File: config.mk
export PLATFORM = sky130hd
export DESIGN_NAME = slot_card_hub
export DESIGN_NICKNAME = d
export VERILOG_FILES = /design/src/slot_bus_pkg.sv /design/src/av_pkg.sv /design/src/card_response_arbiter.sv /design/src/audio_mixer.sv /design/src/scanline_dimmer.sv /design/src/overlay_button.sv /design/src/slot_card_hub.sv
export SDC_FILE = /design/constraint.sdc
export NUM_CORES = 1
export LEC_CHECK = 0
export BUFFER_PORTS_ARGS = -buffer_cell sky130_fd_sc_hd__buf_4
export CAP_MARGIN = 0
export CELL_PAD_IN_SITES_DETAIL_PLACEMENT = 1
export CELL_PAD_IN_SITES_GLOBAL_PLACEMENT = 2
export CORE_MARGIN = 5
export CORE_UTILIZATION = 25
export CTS_CLUSTER_DIAMETER = 200
export CTS_CLUSTER_SIZE = 24
export DETAILED_ROUTE_END_ITERATION = 6
export PLACE_DENSITY_LB_ADDON = 0.12
export SLEW_MARGIN = 15
export SYNTH_ARGS = -nofsm -noshare
export SYNTH_HDL_FRONTEND = slang
export SYNTH_HIERARCHICAL = 1
export SYNTH_SLANG_ARGS = --single-unit
File: constraint.sdc
create_clock -name clk_logic_w -period 2.7 [get_ports clk_logic_w]
set_clock_uncertainty 0.2 [all_clocks]
set_input_delay 0.27 -clock clk_logic_w [delete_from_list [all_inputs] [get_ports clk_logic_w]]
set_output_delay 0.27 -clock clk_logic_w [all_outputs]
set_load 0.05 [all_outputs]
File: src/slot_bus_pkg.sv
/*
 * Slot-side definitions for the card glue logic.
 * Holds the Apple data bus width, the per-card response bundle,
 * the data-out source encoding and the push-button debounce timing.
 * Imported by the arbiter, the button block and the top level.
 */

package slot_bus_pkg;

    // Apple II data bus
    localparam int BUS_DATA_W = 8;

    // One card's answer to the current bus cycle
    typedef struct packed {
        logic                  rd_en;
        logic [BUS_DATA_W-1:0] data;
        logic                  irq_n;
    } card_resp_t;

    // Owner of the data-out path
    typedef enum logic [1:0] {
        SRC_BUS,
        SRC_SSC,
        SRC_SSP,
        SRC_MB
    } card_src_e;

    // Board uses 10000 samples, scaled down so simulation stays short
    localparam int BUTTON_DEBOUNCE_CYCLES = 16;

    // Must hold BUTTON_DEBOUNCE_CYCLES - 1
    localparam int BUTTON_CNT_W = 5;

endpackage

File: src/av_pkg.sv
/*
 * Audio and video definitions shared by the mixer, the dimmer and the top.
 * Card audio is unsigned and is widened by fixed shifts before summing
 * into signed 16-bit stereo samples for the HDMI audio path.
 */

package av_pkg;

    // Audio
    localparam int CARD_AUDIO_W  = 10;
    localparam int MIX_W         = 13;
    localparam int SAMPLE_W      = 16;
    localparam int SPEAKER_SHIFT = 12;
    localparam int CARD_SHIFT    = 3;

    typedef struct packed {
        logic signed [SAMPLE_W-1:0] left;
        logic signed [SAMPLE_W-1:0] right;
    } stereo_sample_t;

    // Video
    localparam int COLOR_W    = 8;
    localparam int SCREEN_Y_W = 10;

    typedef struct packed {
        logic [COLOR_W-1:0] r;
        logic [COLOR_W-1:0] g;
        logic [COLOR_W-1:0] b;
    } rgb_t;

endpackage

File: src/card_response_arbiter.sv
/*
 * Grants the card's single data-out path to one of the three slot cards.
 * Fixed priority SSC, then SSP, then MB; with no reader the bus data is echoed.
 * Interrupts from all cards are wire-ANDed. Outputs are registered (1 cycle).
 */
`timescale 1ns/1ps

module card_response_arbiter import slot_bus_pkg::*; (
    input  logic                  clk_logic_w,
    input  logic                  rst_n_i,
    input  card_resp_t            ssc_resp_i,
    input  card_resp_t            ssp_resp_i,
    input  card_resp_t            mb_resp_i,
    input  logic [BUS_DATA_W-1:0] bus_data_i,
    output logic                  data_out_en_o,
    output logic [BUS_DATA_W-1:0] data_out_o,
    output logic                  irq_n_o
);

    card_src_e grant;
    logic      any_rd;
    logic      irq_n_all;

    assign any_rd    = ssc_resp_i.rd_en | ssp_resp_i.rd_en | mb_resp_i.rd_en;
    assign irq_n_all = ssc_resp_i.irq_n & ssp_resp_i.irq_n & mb_resp_i.irq_n;

    // Serial card wins, sound card last
    always_comb begin
        if (ssc_resp_i.rd_en) begin
            grant = SRC_SSC;
        end else if (ssp_resp_i.rd_en) begin
            grant = SRC_SSP;
        end else if (mb_resp_i.rd_en) begin
            grant = SRC_MB;
        end else begin
            grant = SRC_BUS;
        end
    end

    always_ff @(posedge clk_logic_w) begin
        if (!rst_n_i) begin
            data_out_en_o <= 1'b0;
            data_out_o    <= '0;
            irq_n_o       <= 1'b1;
        end else begin
            data_out_en_o <= any_rd;
            irq_n_o       <= irq_n_all;
            case (grant)
                SRC_SSC: data_out_o <= ssc_resp_i.data;
                SRC_SSP: data_out_o <= ssp_resp_i.data;
                SRC_MB:  data_out_o <= mb_resp_i.data;
                default: data_out_o <= bus_data_i;
            endcase
        end
    end

    // Enable tracks the previous cycle's read requests
    a_en_follows_rd: assert property (@(posedge clk_logic_w) disable iff (!rst_n_i)
        $past(rst_n_i) |->
            (data_out_en_o == $past(ssc_resp_i.rd_en || ssp_resp_i.rd_en || mb_resp_i.rd_en)));

    // IRQ only asserted when some card asked for it
    a_irq_has_source: assert property (@(posedge clk_logic_w) disable iff (!rst_n_i)
        ($past(rst_n_i) && !irq_n_o) |->
            $past(!ssc_resp_i.irq_n || !ssp_resp_i.irq_n || !mb_resp_i.irq_n));

endmodule

File: src/audio_mixer.sv
/*
 * Mixes the speaker bit, the sprite card audio and the stereo sound card
 * into signed 16-bit left and right samples, registered once.
 * Sprite audio and the speaker go to both channels.
 */
`timescale 1ns/1ps

module audio_mixer import av_pkg::*; (
    input  logic                    clk_logic_w,
    input  logic                    rst_n_i,
    input  logic                    speaker_i,
    input  logic [CARD_AUDIO_W-1:0] ssp_audio_i,
    input  logic [CARD_AUDIO_W-1:0] mb_audio_l_i,
    input  logic [CARD_AUDIO_W-1:0] mb_audio_r_i,
    output stereo_sample_t          sample_o
);

    logic [MIX_W-1:0]    speaker_ext;
    logic [MIX_W-1:0]    ssp_ext;
    logic [MIX_W-1:0]    mb_l_ext;
    logic [MIX_W-1:0]    mb_r_ext;
    logic [SAMPLE_W-1:0] sum_l;
    logic [SAMPLE_W-1:0] sum_r;

    // Speaker toggles at a large fixed amplitude
    assign speaker_ext = MIX_W'(speaker_i) << SPEAKER_SHIFT;
    assign ssp_ext     = MIX_W'(ssp_audio_i) << CARD_SHIFT;
    assign mb_l_ext    = MIX_W'(mb_audio_l_i) << CARD_SHIFT;
    assign mb_r_ext    = MIX_W'(mb_audio_r_i) << CARD_SHIFT;

    // Three 13-bit terms never reach bit 15
    assign sum_l = SAMPLE_W'(speaker_ext) + SAMPLE_W'(ssp_ext) + SAMPLE_W'(mb_l_ext);
    assign sum_r = SAMPLE_W'(speaker_ext) + SAMPLE_W'(ssp_ext) + SAMPLE_W'(mb_r_ext);

    always_ff @(posedge clk_logic_w) begin
        if (!rst_n_i) begin
            sample_o <= '0;
        end else begin
            sample_o.left  <= $signed(sum_l);
            sample_o.right <= $signed(sum_r);
        end
    end

    // Samples stay in the positive half of the signed range
    a_no_sign: assert property (@(posedge clk_logic_w) disable iff (!rst_n_i)
        !sample_o.left[SAMPLE_W-1] && !sample_o.right[SAMPLE_W-1]);

endmodule

File: src/scanline_dimmer.sv
/*
 * CRT-style scanline effect on the RGB output.
 * On odd rows, with scanlines enabled, every channel is halved.
 * One register stage, pixel_o is zero after reset.
 */
`timescale 1ns/1ps

module scanline_dimmer import av_pkg::*; (
    input  logic                  clk_logic_w,
    input  logic                  rst_n_i,
    input  logic                  scanlines_i,
    input  logic [SCREEN_Y_W-1:0] screen_y_i,
    input  rgb_t                  pixel_i,
    output rgb_t                  pixel_o
);

    logic dim;
    rgb_t pixel_half;

    // Only row parity matters
    assign dim = scanlines_i & screen_y_i[0];

    assign pixel_half.r = pixel_i.r >> 1;
    assign pixel_half.g = pixel_i.g >> 1;
    assign pixel_half.b = pixel_i.b >> 1;

    always_ff @(posedge clk_logic_w) begin
        if (!rst_n_i) begin
            pixel_o <= '0;
        end else if (dim) begin
            pixel_o <= pixel_half;
        end else begin
            pixel_o <= pixel_i;
        end
    end

endmodule

File: src/overlay_button.sv
/*
 * Push-button toggle for the debug overlay enable.
 * The raw button is synchronized, debounced by a stability counter,
 * and each debounced press flips overlay_en_o one cycle later.
 */
`timescale 1ns/1ps

module overlay_button import slot_bus_pkg::*; (
    input  logic clk_logic_w,
    input  logic rst_n_i,
    input  logic button_i,
    output logic overlay_en_o
);

    logic [1:0]              sync_q;
    logic [BUTTON_CNT_W-1:0] cnt_q;
    logic                    level_q;
    logic                    level_prev_q;
    logic                    press;

    assign press = level_q & ~level_prev_q;

    always_ff @(posedge clk_logic_w) begin
        if (!rst_n_i) begin
            sync_q       <= '0;
            cnt_q        <= '0;
            level_q      <= 1'b0;
            level_prev_q <= 1'b0;
            overlay_en_o <= 1'b0;
        end else begin
            sync_q       <= {sync_q[0], button_i};
            level_prev_q <= level_q;

            // Count samples that disagree with the accepted level
            if (sync_q[1] == level_q) begin
                cnt_q <= '0;
            end else if (cnt_q == BUTTON_CNT_W'(BUTTON_DEBOUNCE_CYCLES - 1)) begin
                cnt_q   <= '0;
                level_q <= sync_q[1];
            end else begin
                cnt_q <= cnt_q + 1'b1;
            end

            if (press) begin
                overlay_en_o <= ~overlay_en_o;
            end
        end
    end

    // Toggle only right after the debounced level rose
    a_toggle_on_press: assert property (@(posedge clk_logic_w) disable iff (!rst_n_i)
        ($past(rst_n_i) && $changed(overlay_en_o)) |-> ($past(level_q) && !$past(level_q, 2)));

endmodule

File: src/slot_card_hub.sv
/*
 * Top level of the card-side glue.
 * Connects the card response arbiter, the audio mixer, the scanline
 * dimmer and the overlay button to the card's outside ports.
 * No registers of its own, so each path keeps its block's latency.
 */
`timescale 1ns/1ps

module slot_card_hub import slot_bus_pkg::*, av_pkg::*; (
    input  logic                    clk_logic_w,
    input  logic                    rst_n_i,

    // Slot cards and Apple bus
    input  card_resp_t              ssc_resp_i,
    input  card_resp_t              ssp_resp_i,
    input  card_resp_t              mb_resp_i,
    input  logic [BUS_DATA_W-1:0]   bus_data_i,
    output logic                    data_out_en_o,
    output logic [BUS_DATA_W-1:0]   data_out_o,
    output logic                    irq_n_o,

    // Audio
    input  logic                    speaker_i,
    input  logic [CARD_AUDIO_W-1:0] ssp_audio_i,
    input  logic [CARD_AUDIO_W-1:0] mb_audio_l_i,
    input  logic [CARD_AUDIO_W-1:0] mb_audio_r_i,
    output stereo_sample_t          sample_o,

    // Video
    input  logic                    scanlines_i,
    input  logic [SCREEN_Y_W-1:0]   screen_y_i,
    input  rgb_t                    pixel_i,
    output rgb_t                    pixel_o,

    // Debug overlay button
    input  logic                    button_i,
    output logic                    overlay_en_o
);

    card_response_arbiter arbiter0 (
        .clk_logic_w   (clk_logic_w),
        .rst_n_i       (rst_n_i),
        .ssc_resp_i    (ssc_resp_i),
        .ssp_resp_i    (ssp_resp_i),
        .mb_resp_i     (mb_resp_i),
        .bus_data_i    (bus_data_i),
        .data_out_en_o (data_out_en_o),
        .data_out_o    (data_out_o),
        .irq_n_o       (irq_n_o)
    );

    audio_mixer mixer0 (
        .clk_logic_w  (clk_logic_w),
        .rst_n_i      (rst_n_i),
        .speaker_i    (speaker_i),
        .ssp_audio_i  (ssp_audio_i),
        .mb_audio_l_i (mb_audio_l_i),
        .mb_audio_r_i (mb_audio_r_i),
        .sample_o     (sample_o)
    );

    scanline_dimmer dimmer0 (
        .clk_logic_w (clk_logic_w),
        .rst_n_i     (rst_n_i),
        .scanlines_i (scanlines_i),
        .screen_y_i  (screen_y_i),
        .pixel_i     (pixel_i),
        .pixel_o     (pixel_o)
    );

    overlay_button button0 (
        .clk_logic_w  (clk_logic_w),
        .rst_n_i      (rst_n_i),
        .button_i     (button_i),
        .overlay_en_o (overlay_en_o)
    );

endmodule

**After elaboration in Yosys (flattened, before gate mapping)**

Index checks and enable logic that the tools add are counted.

- Add/sub/neg operators: 4
- Muxes and demuxes: 5
- Bitwise logic cells: 10
- Equality and inequality tests: 5
- Reduce and logical (&&, ||, !) cells: 3

Operator list:

| cell | count |
|---|---|
| 16-bit by 13-bit adder with 16-bit output | 2 |
| 8-bit one-hot mux with 3 select lines | 1 |
| 23-bit 2-to-1 mux | 1 |
| 13-bit by 13-bit adder with 14-bit output | 1 |
| 2-bit 2-to-1 mux | 3 |
| 5-bit by 1-bit adder with 5-bit output, second input constant | 1 |
| 5-bit by 4-bit equality test with 1-bit output, second input constant | 1 |
| 1-bit AND | 4 |
| 2-bit equality test, second input constant | 2 |
| 1-bit NOT | 4 |
| 3-bit OR reduction | 1 |
| 2-bit by 1-bit equality test with 1-bit output, second input constant | 1 |
| 1-bit bitwise OR | 2 |
| 2-bit AND reduction | 1 |
| 2-bit OR reduction | 1 |
| 1-bit equality test | 1 |

- Output and inout port bits: 67
- Logic and storage cells: 43
- Flip-flop bits (word level): 76
- Input bits: 107

**Logic depth before layout (Yosys ltp)**

- Word-level depth: 5
- Gate-level depth with buffers: 7
- Mapped depth without buffers: 7

**By module**

Netlist, hierarchy kept.

By module, submodules not included:

| module | seq. area each (um^2) | area each (um^2) | times used | cells each |
|---|---|---|---|---|
| audio_mixer | 480.5 | 1577.8 | 1 | 166 |
| scanline_dimmer | 480.5 | 849.6 | 1 | 79 |
| card_response_arbiter | 200.2 | 421.7 | 1 | 45 |
| overlay_button | 200.2 | 357.8 | 1 | 33 |

**Least setup slack after synthesis**

No wires, ideal clock.

- Path kind: input port to flip-flop
- From: in ssp_audio_i[0]
- To: reg mixer0/sample_o[29] (netlist name)
- Setup time: 0.072 ns
- Required time: 2.428 ns
- Cell stages on the path: 7
- Path buffers: 0
- Setup slack: 0.646 ns
- Arrival time: 1.782 ns
- Path through: ha_1 > fa_1 > a211o_1 > a21oi_1 > o21ai_1 > a21oi_1 > mux2i_1

- Cells in the longest elaborated chain, start to end: 2

Ends and longest elaborated chain:

| item | RTL line | RTL |
|---|---|---|
| from (decl) | slot_card_hub.sv:24 | `input logic [CARD_AUDIO_W-1:0] ssp_audio_i,` |
| 13-bit by 13-bit adder with 14-bit output | audio_mixer.sv:32 | `assign sum_l = SAMPLE_W'(speaker_ext) + SAMPLE_W'(ssp_ext) + SAMPLE_W'(mb_l_ext);` |
| 16-bit by 13-bit adder with 16-bit output | audio_mixer.sv:32 |  |

No other way between the ends.
A chain may end at the register's enable or synchronous reset.

**Worst setup path after layout**

- From: in ssp_audio_i[0]
- To: reg mixer0/sample_o[29] (netlist name)

- Cells in the longest elaborated chain, start to end: 2

Ends and longest elaborated chain:

| item | RTL line |
|---|---|
| 13-bit by 13-bit adder with 14-bit output | audio_mixer.sv:32 |
| 16-bit by 13-bit adder with 16-bit output | audio_mixer.sv:32 |

No other way between the ends.

==> impl_metrics.env <==
export IMPL_outcome="finished clean"
export IMPL_grt_pass1_vias=3137
export IMPL_syn_area_um2=3210
export IMPL_slew_violations=0
export IMPL_worst_path_max_fanout=3
export IMPL_pwr_density_cell_nw_per_um2=652
export IMPL_r2r_slack_ps=1100
export IMPL_gp_congestion=0.711
export IMPL_fmax_mhz=471
export IMPL_cp_arrival_ps=2180
export IMPL_start_util_pct=25.4
export IMPL_port_buffer_count=156
export IMPL_chipWidth_um=123
export IMPL_cts_buffers=9
export IMPL_ys_types=49
export IMPL_vias_per_cell=4.40
export IMPL_post_cts_resized=0
export IMPL_ir_drop_uv=234
export IMPL_synth_seq_cells=68
export IMPL_grt_ovfl_total=0
export IMPL_syn2layout_area_growth_pct=51.9
export IMPL_post_route_min_period_ps=2120
export IMPL_drc=0
export IMPL_routedWlPerCell_um=15.4
export IMPL_ant_nets=0
export IMPL_ctsRootBufferMaster="clkbuf_16"
export IMPL_dr_pass1_iters=4
export IMPL_yosysTopAreaCellShare_pct=42.5
export IMPL_yosys_most_used_dff="dfxtp_1"
export IMPL_h_tree_depth=3
export IMPL_yosysMostFrequentCell="dfxtp_1"
export IMPL_clk_pin_slew_ps=60
export IMPL_track_usage_pct=13.3
export IMPL_hp_class="input pin to flip-flop"
export IMPL_synth_area_leaders="dfxtp_1 (42%), ha_1 (9.0%), mux2i_1 (6.9%), and2_1 (3.7%), nand2_1 (3.5%)"
export IMPL_worst_pin_slew_ps=507
export IMPL_grt_max_degree=52
export IMPL_tns_ps=0
export IMPL_clock_sinks=68
export IMPL_rsz0062_at_grt="no"
export IMPL_r2r_start="button0/cnt_q[0]$_SDFF_PP0_"
export IMPL_final_nets=619
export IMPL_slew_headroom_pct=66.2
export IMPL_synthArstFlopShare_pct=0
export IMPL_grt_pass1_wl_um=15700
export IMPL_hold_viol=0
export IMPL_fin_crit_sh_pct=78.7
export IMPL_setup_viol=0
export IMPL_cts_buffer_depth=2
export IMPL_synth_edf_count=0
export IMPL_critPathLaunchType="input pin"
export IMPL_drive_gt1_share_pct=38.0
export IMPL_synth_top_cell_by_area="dfxtp_1"
export IMPL_antenna_found_initial=0
export IMPL_crit_type="input pin to flip-flop"
export IMPL_ys_seq_area_share_pct=42.5
export IMPL_io_pin_count=174
export IMPL_cts_tree="yes"
export IMPL_endpoint_kind="flip-flop"
export IMPL_die_area_um2=15200
export IMPL_synth_avg_cell_area_um2=9.93
export IMPL_clk_latency_ps=330
export IMPL_core_area_um2=12600
export IMPL_netlist_instances=323
export IMPL_rows=41
export IMPL_rr_endpoint="button0/cnt_q[0]$_SDFF_PP0_"
export IMPL_r2r_cells=5
export IMPL_total_power_mw=3.18
export IMPL_startpoint="ssp_audio_i[0]"
export IMPL_routed_wl_um=10200
export IMPL_worstPathRequired_ps=2760
export IMPL_hold_ws_ps=11.8
export IMPL_n_antenna_cell=0
export IMPL_dp_hpwl_um=7990
export IMPL_die_h_um=123
export IMPL_cap_viol_max_count=0
export IMPL_drtIter0Drc=109
export IMPL_synth_common_cells="dfxtp_1 (68), nand2_1 (30), ha_1 (23)"
export IMPL_yosysWarnings=6
export IMPL_setup_worst_path_end="mixer0/sample_o[29]$_SDFF_PN0_"
export IMPL_p_leak_nw=2.35
export IMPL_via_count=2919
-- metrics by stage --
step,worst slack (ps),area (µm²),std cells,utilization [%]
global placement,271,4490,639,35.6
detailed placement,226,4490,639,35.6
global route,495,4870,664,38.6
finish,576,4870,664,38.6
CTS,561,4870,664,38.6
floorplan,646,3230,330,-
-- worst max-delay path, stage by stage --
cell	delay, ps
buf_4	120
ha_1	240
fa_1	440
a211o_1	310
a21oi_1	290
o21ai_1	120
a21oi_1	190
mux2i_1	210
-- power by group --
| group | total, mW | internal, mW | switching [mW] |
|---|---|---|---|
| clock | 1.17 | 0.711 | 0.462 |
| sequential | 1.11 | 1.09 | 0.0231 |
| combinational | 0.896 | 0.344 | 0.553 |
| total | 3.18 | 2.14 | 1.04 |
-- kinds of logic (layout without fill, tap and decap cells) --
kind of cell | after synthesis | after routing | synth area share [%]
buffers and inverters | 27 | 189 | 5.11
DFF | 68 | 68 | 42.5
and+or+nand+nor | 88 | 88 | 14.6
other | 1 | 8 | 0.117
adders and majority gates | 25 | 25 | 10.2
muxes | 22 | 22 | 6.87
xor gates and xnor gates | 15 | 15 | 4.10
AOI/OAI and AO/OA | 77 | 77 | 16.6
-- worst min path at each step --
stage,from,end,slack [ps],cells past startpoint
final,pixel_i[21],dimmer0/pixel_o[21]$_SDFF_PN0_,10,3
after global routing,pixel_i[3],dimmer0/pixel_o[2]$_SDFF_PN0_,20,3
after CTS,pixel_i[21],dimmer0/pixel_o[21]$_SDFF_PN0_,0.2,3
after detailed placement,button0/sync_q[0]$_SDFF_PN0_,button0/sync_q[1]$_SDFF_PN0_,230,1
after global placement,button0/sync_q[0]$_SDFF_PN0_,button0/sync_q[1]$_SDFF_PN0_,220,1
after floorplan,rst_n_i,button0/overlay_en_o$_SDFFE_PN0P_,190,1
-- flip-flops by register name (all words and copies together), names as in the netlist --
signal and count:
mixer0/sample_o 24, arbiter0/data_out_o 8, button0/level_prev_q 1, button0/cnt_q 5, button0/sync_q 2, arbiter0/irq_n_o 1, arbiter0/data_out_en_o 1, dimmer0/pixel_o 24
button0/overlay_en_o 1, button0/level_q 1
-- cell usage in the layout, fill, tap and decap left out, types with 5 or more instances in the layout --
cell,instances
xor2_1,8
a21oi_1,21
o21ai_0,9
o22ai_1,9
conb_1,8
and2_1,19
nand2_1,30
inv_1,7
and3_1,5
dlygate4sd3_1,9
dfxtp_1,68
nand4_1,5
ha_1,23
xnor2_1,7
mux2i_1,22
o221ai_1,8
nor2_1,9
clkbuf_16,9
buf_4,157
-- final cells by class --
class | count | area, µm²
sequential | 68 | 1360
inverter | 7 | 26.3
fill | 1488 | 7750
timing repair buffer | 166 | 1270
tap | 172 | 215
clock buffer | 9 | 225
clock inverter | 7 | 66.3
multi-input combinational | 235 | 1710
-- what timing repair did --
item,4_1_cts,5_1_grt
hold endpoints to repair,11,0
hold buffers,9,0
endpoints found under the setup margin,0,0
setup buffers,0,0
-- per-layer routing --
metal,track usage (%),part of all wire (%)
met1,16.4,45
met3,4.62,8.7
met5,0,0
met2,21.7,45
met4,4.57,1.1
No activity file was read; power rests on OpenSTA's default activity.
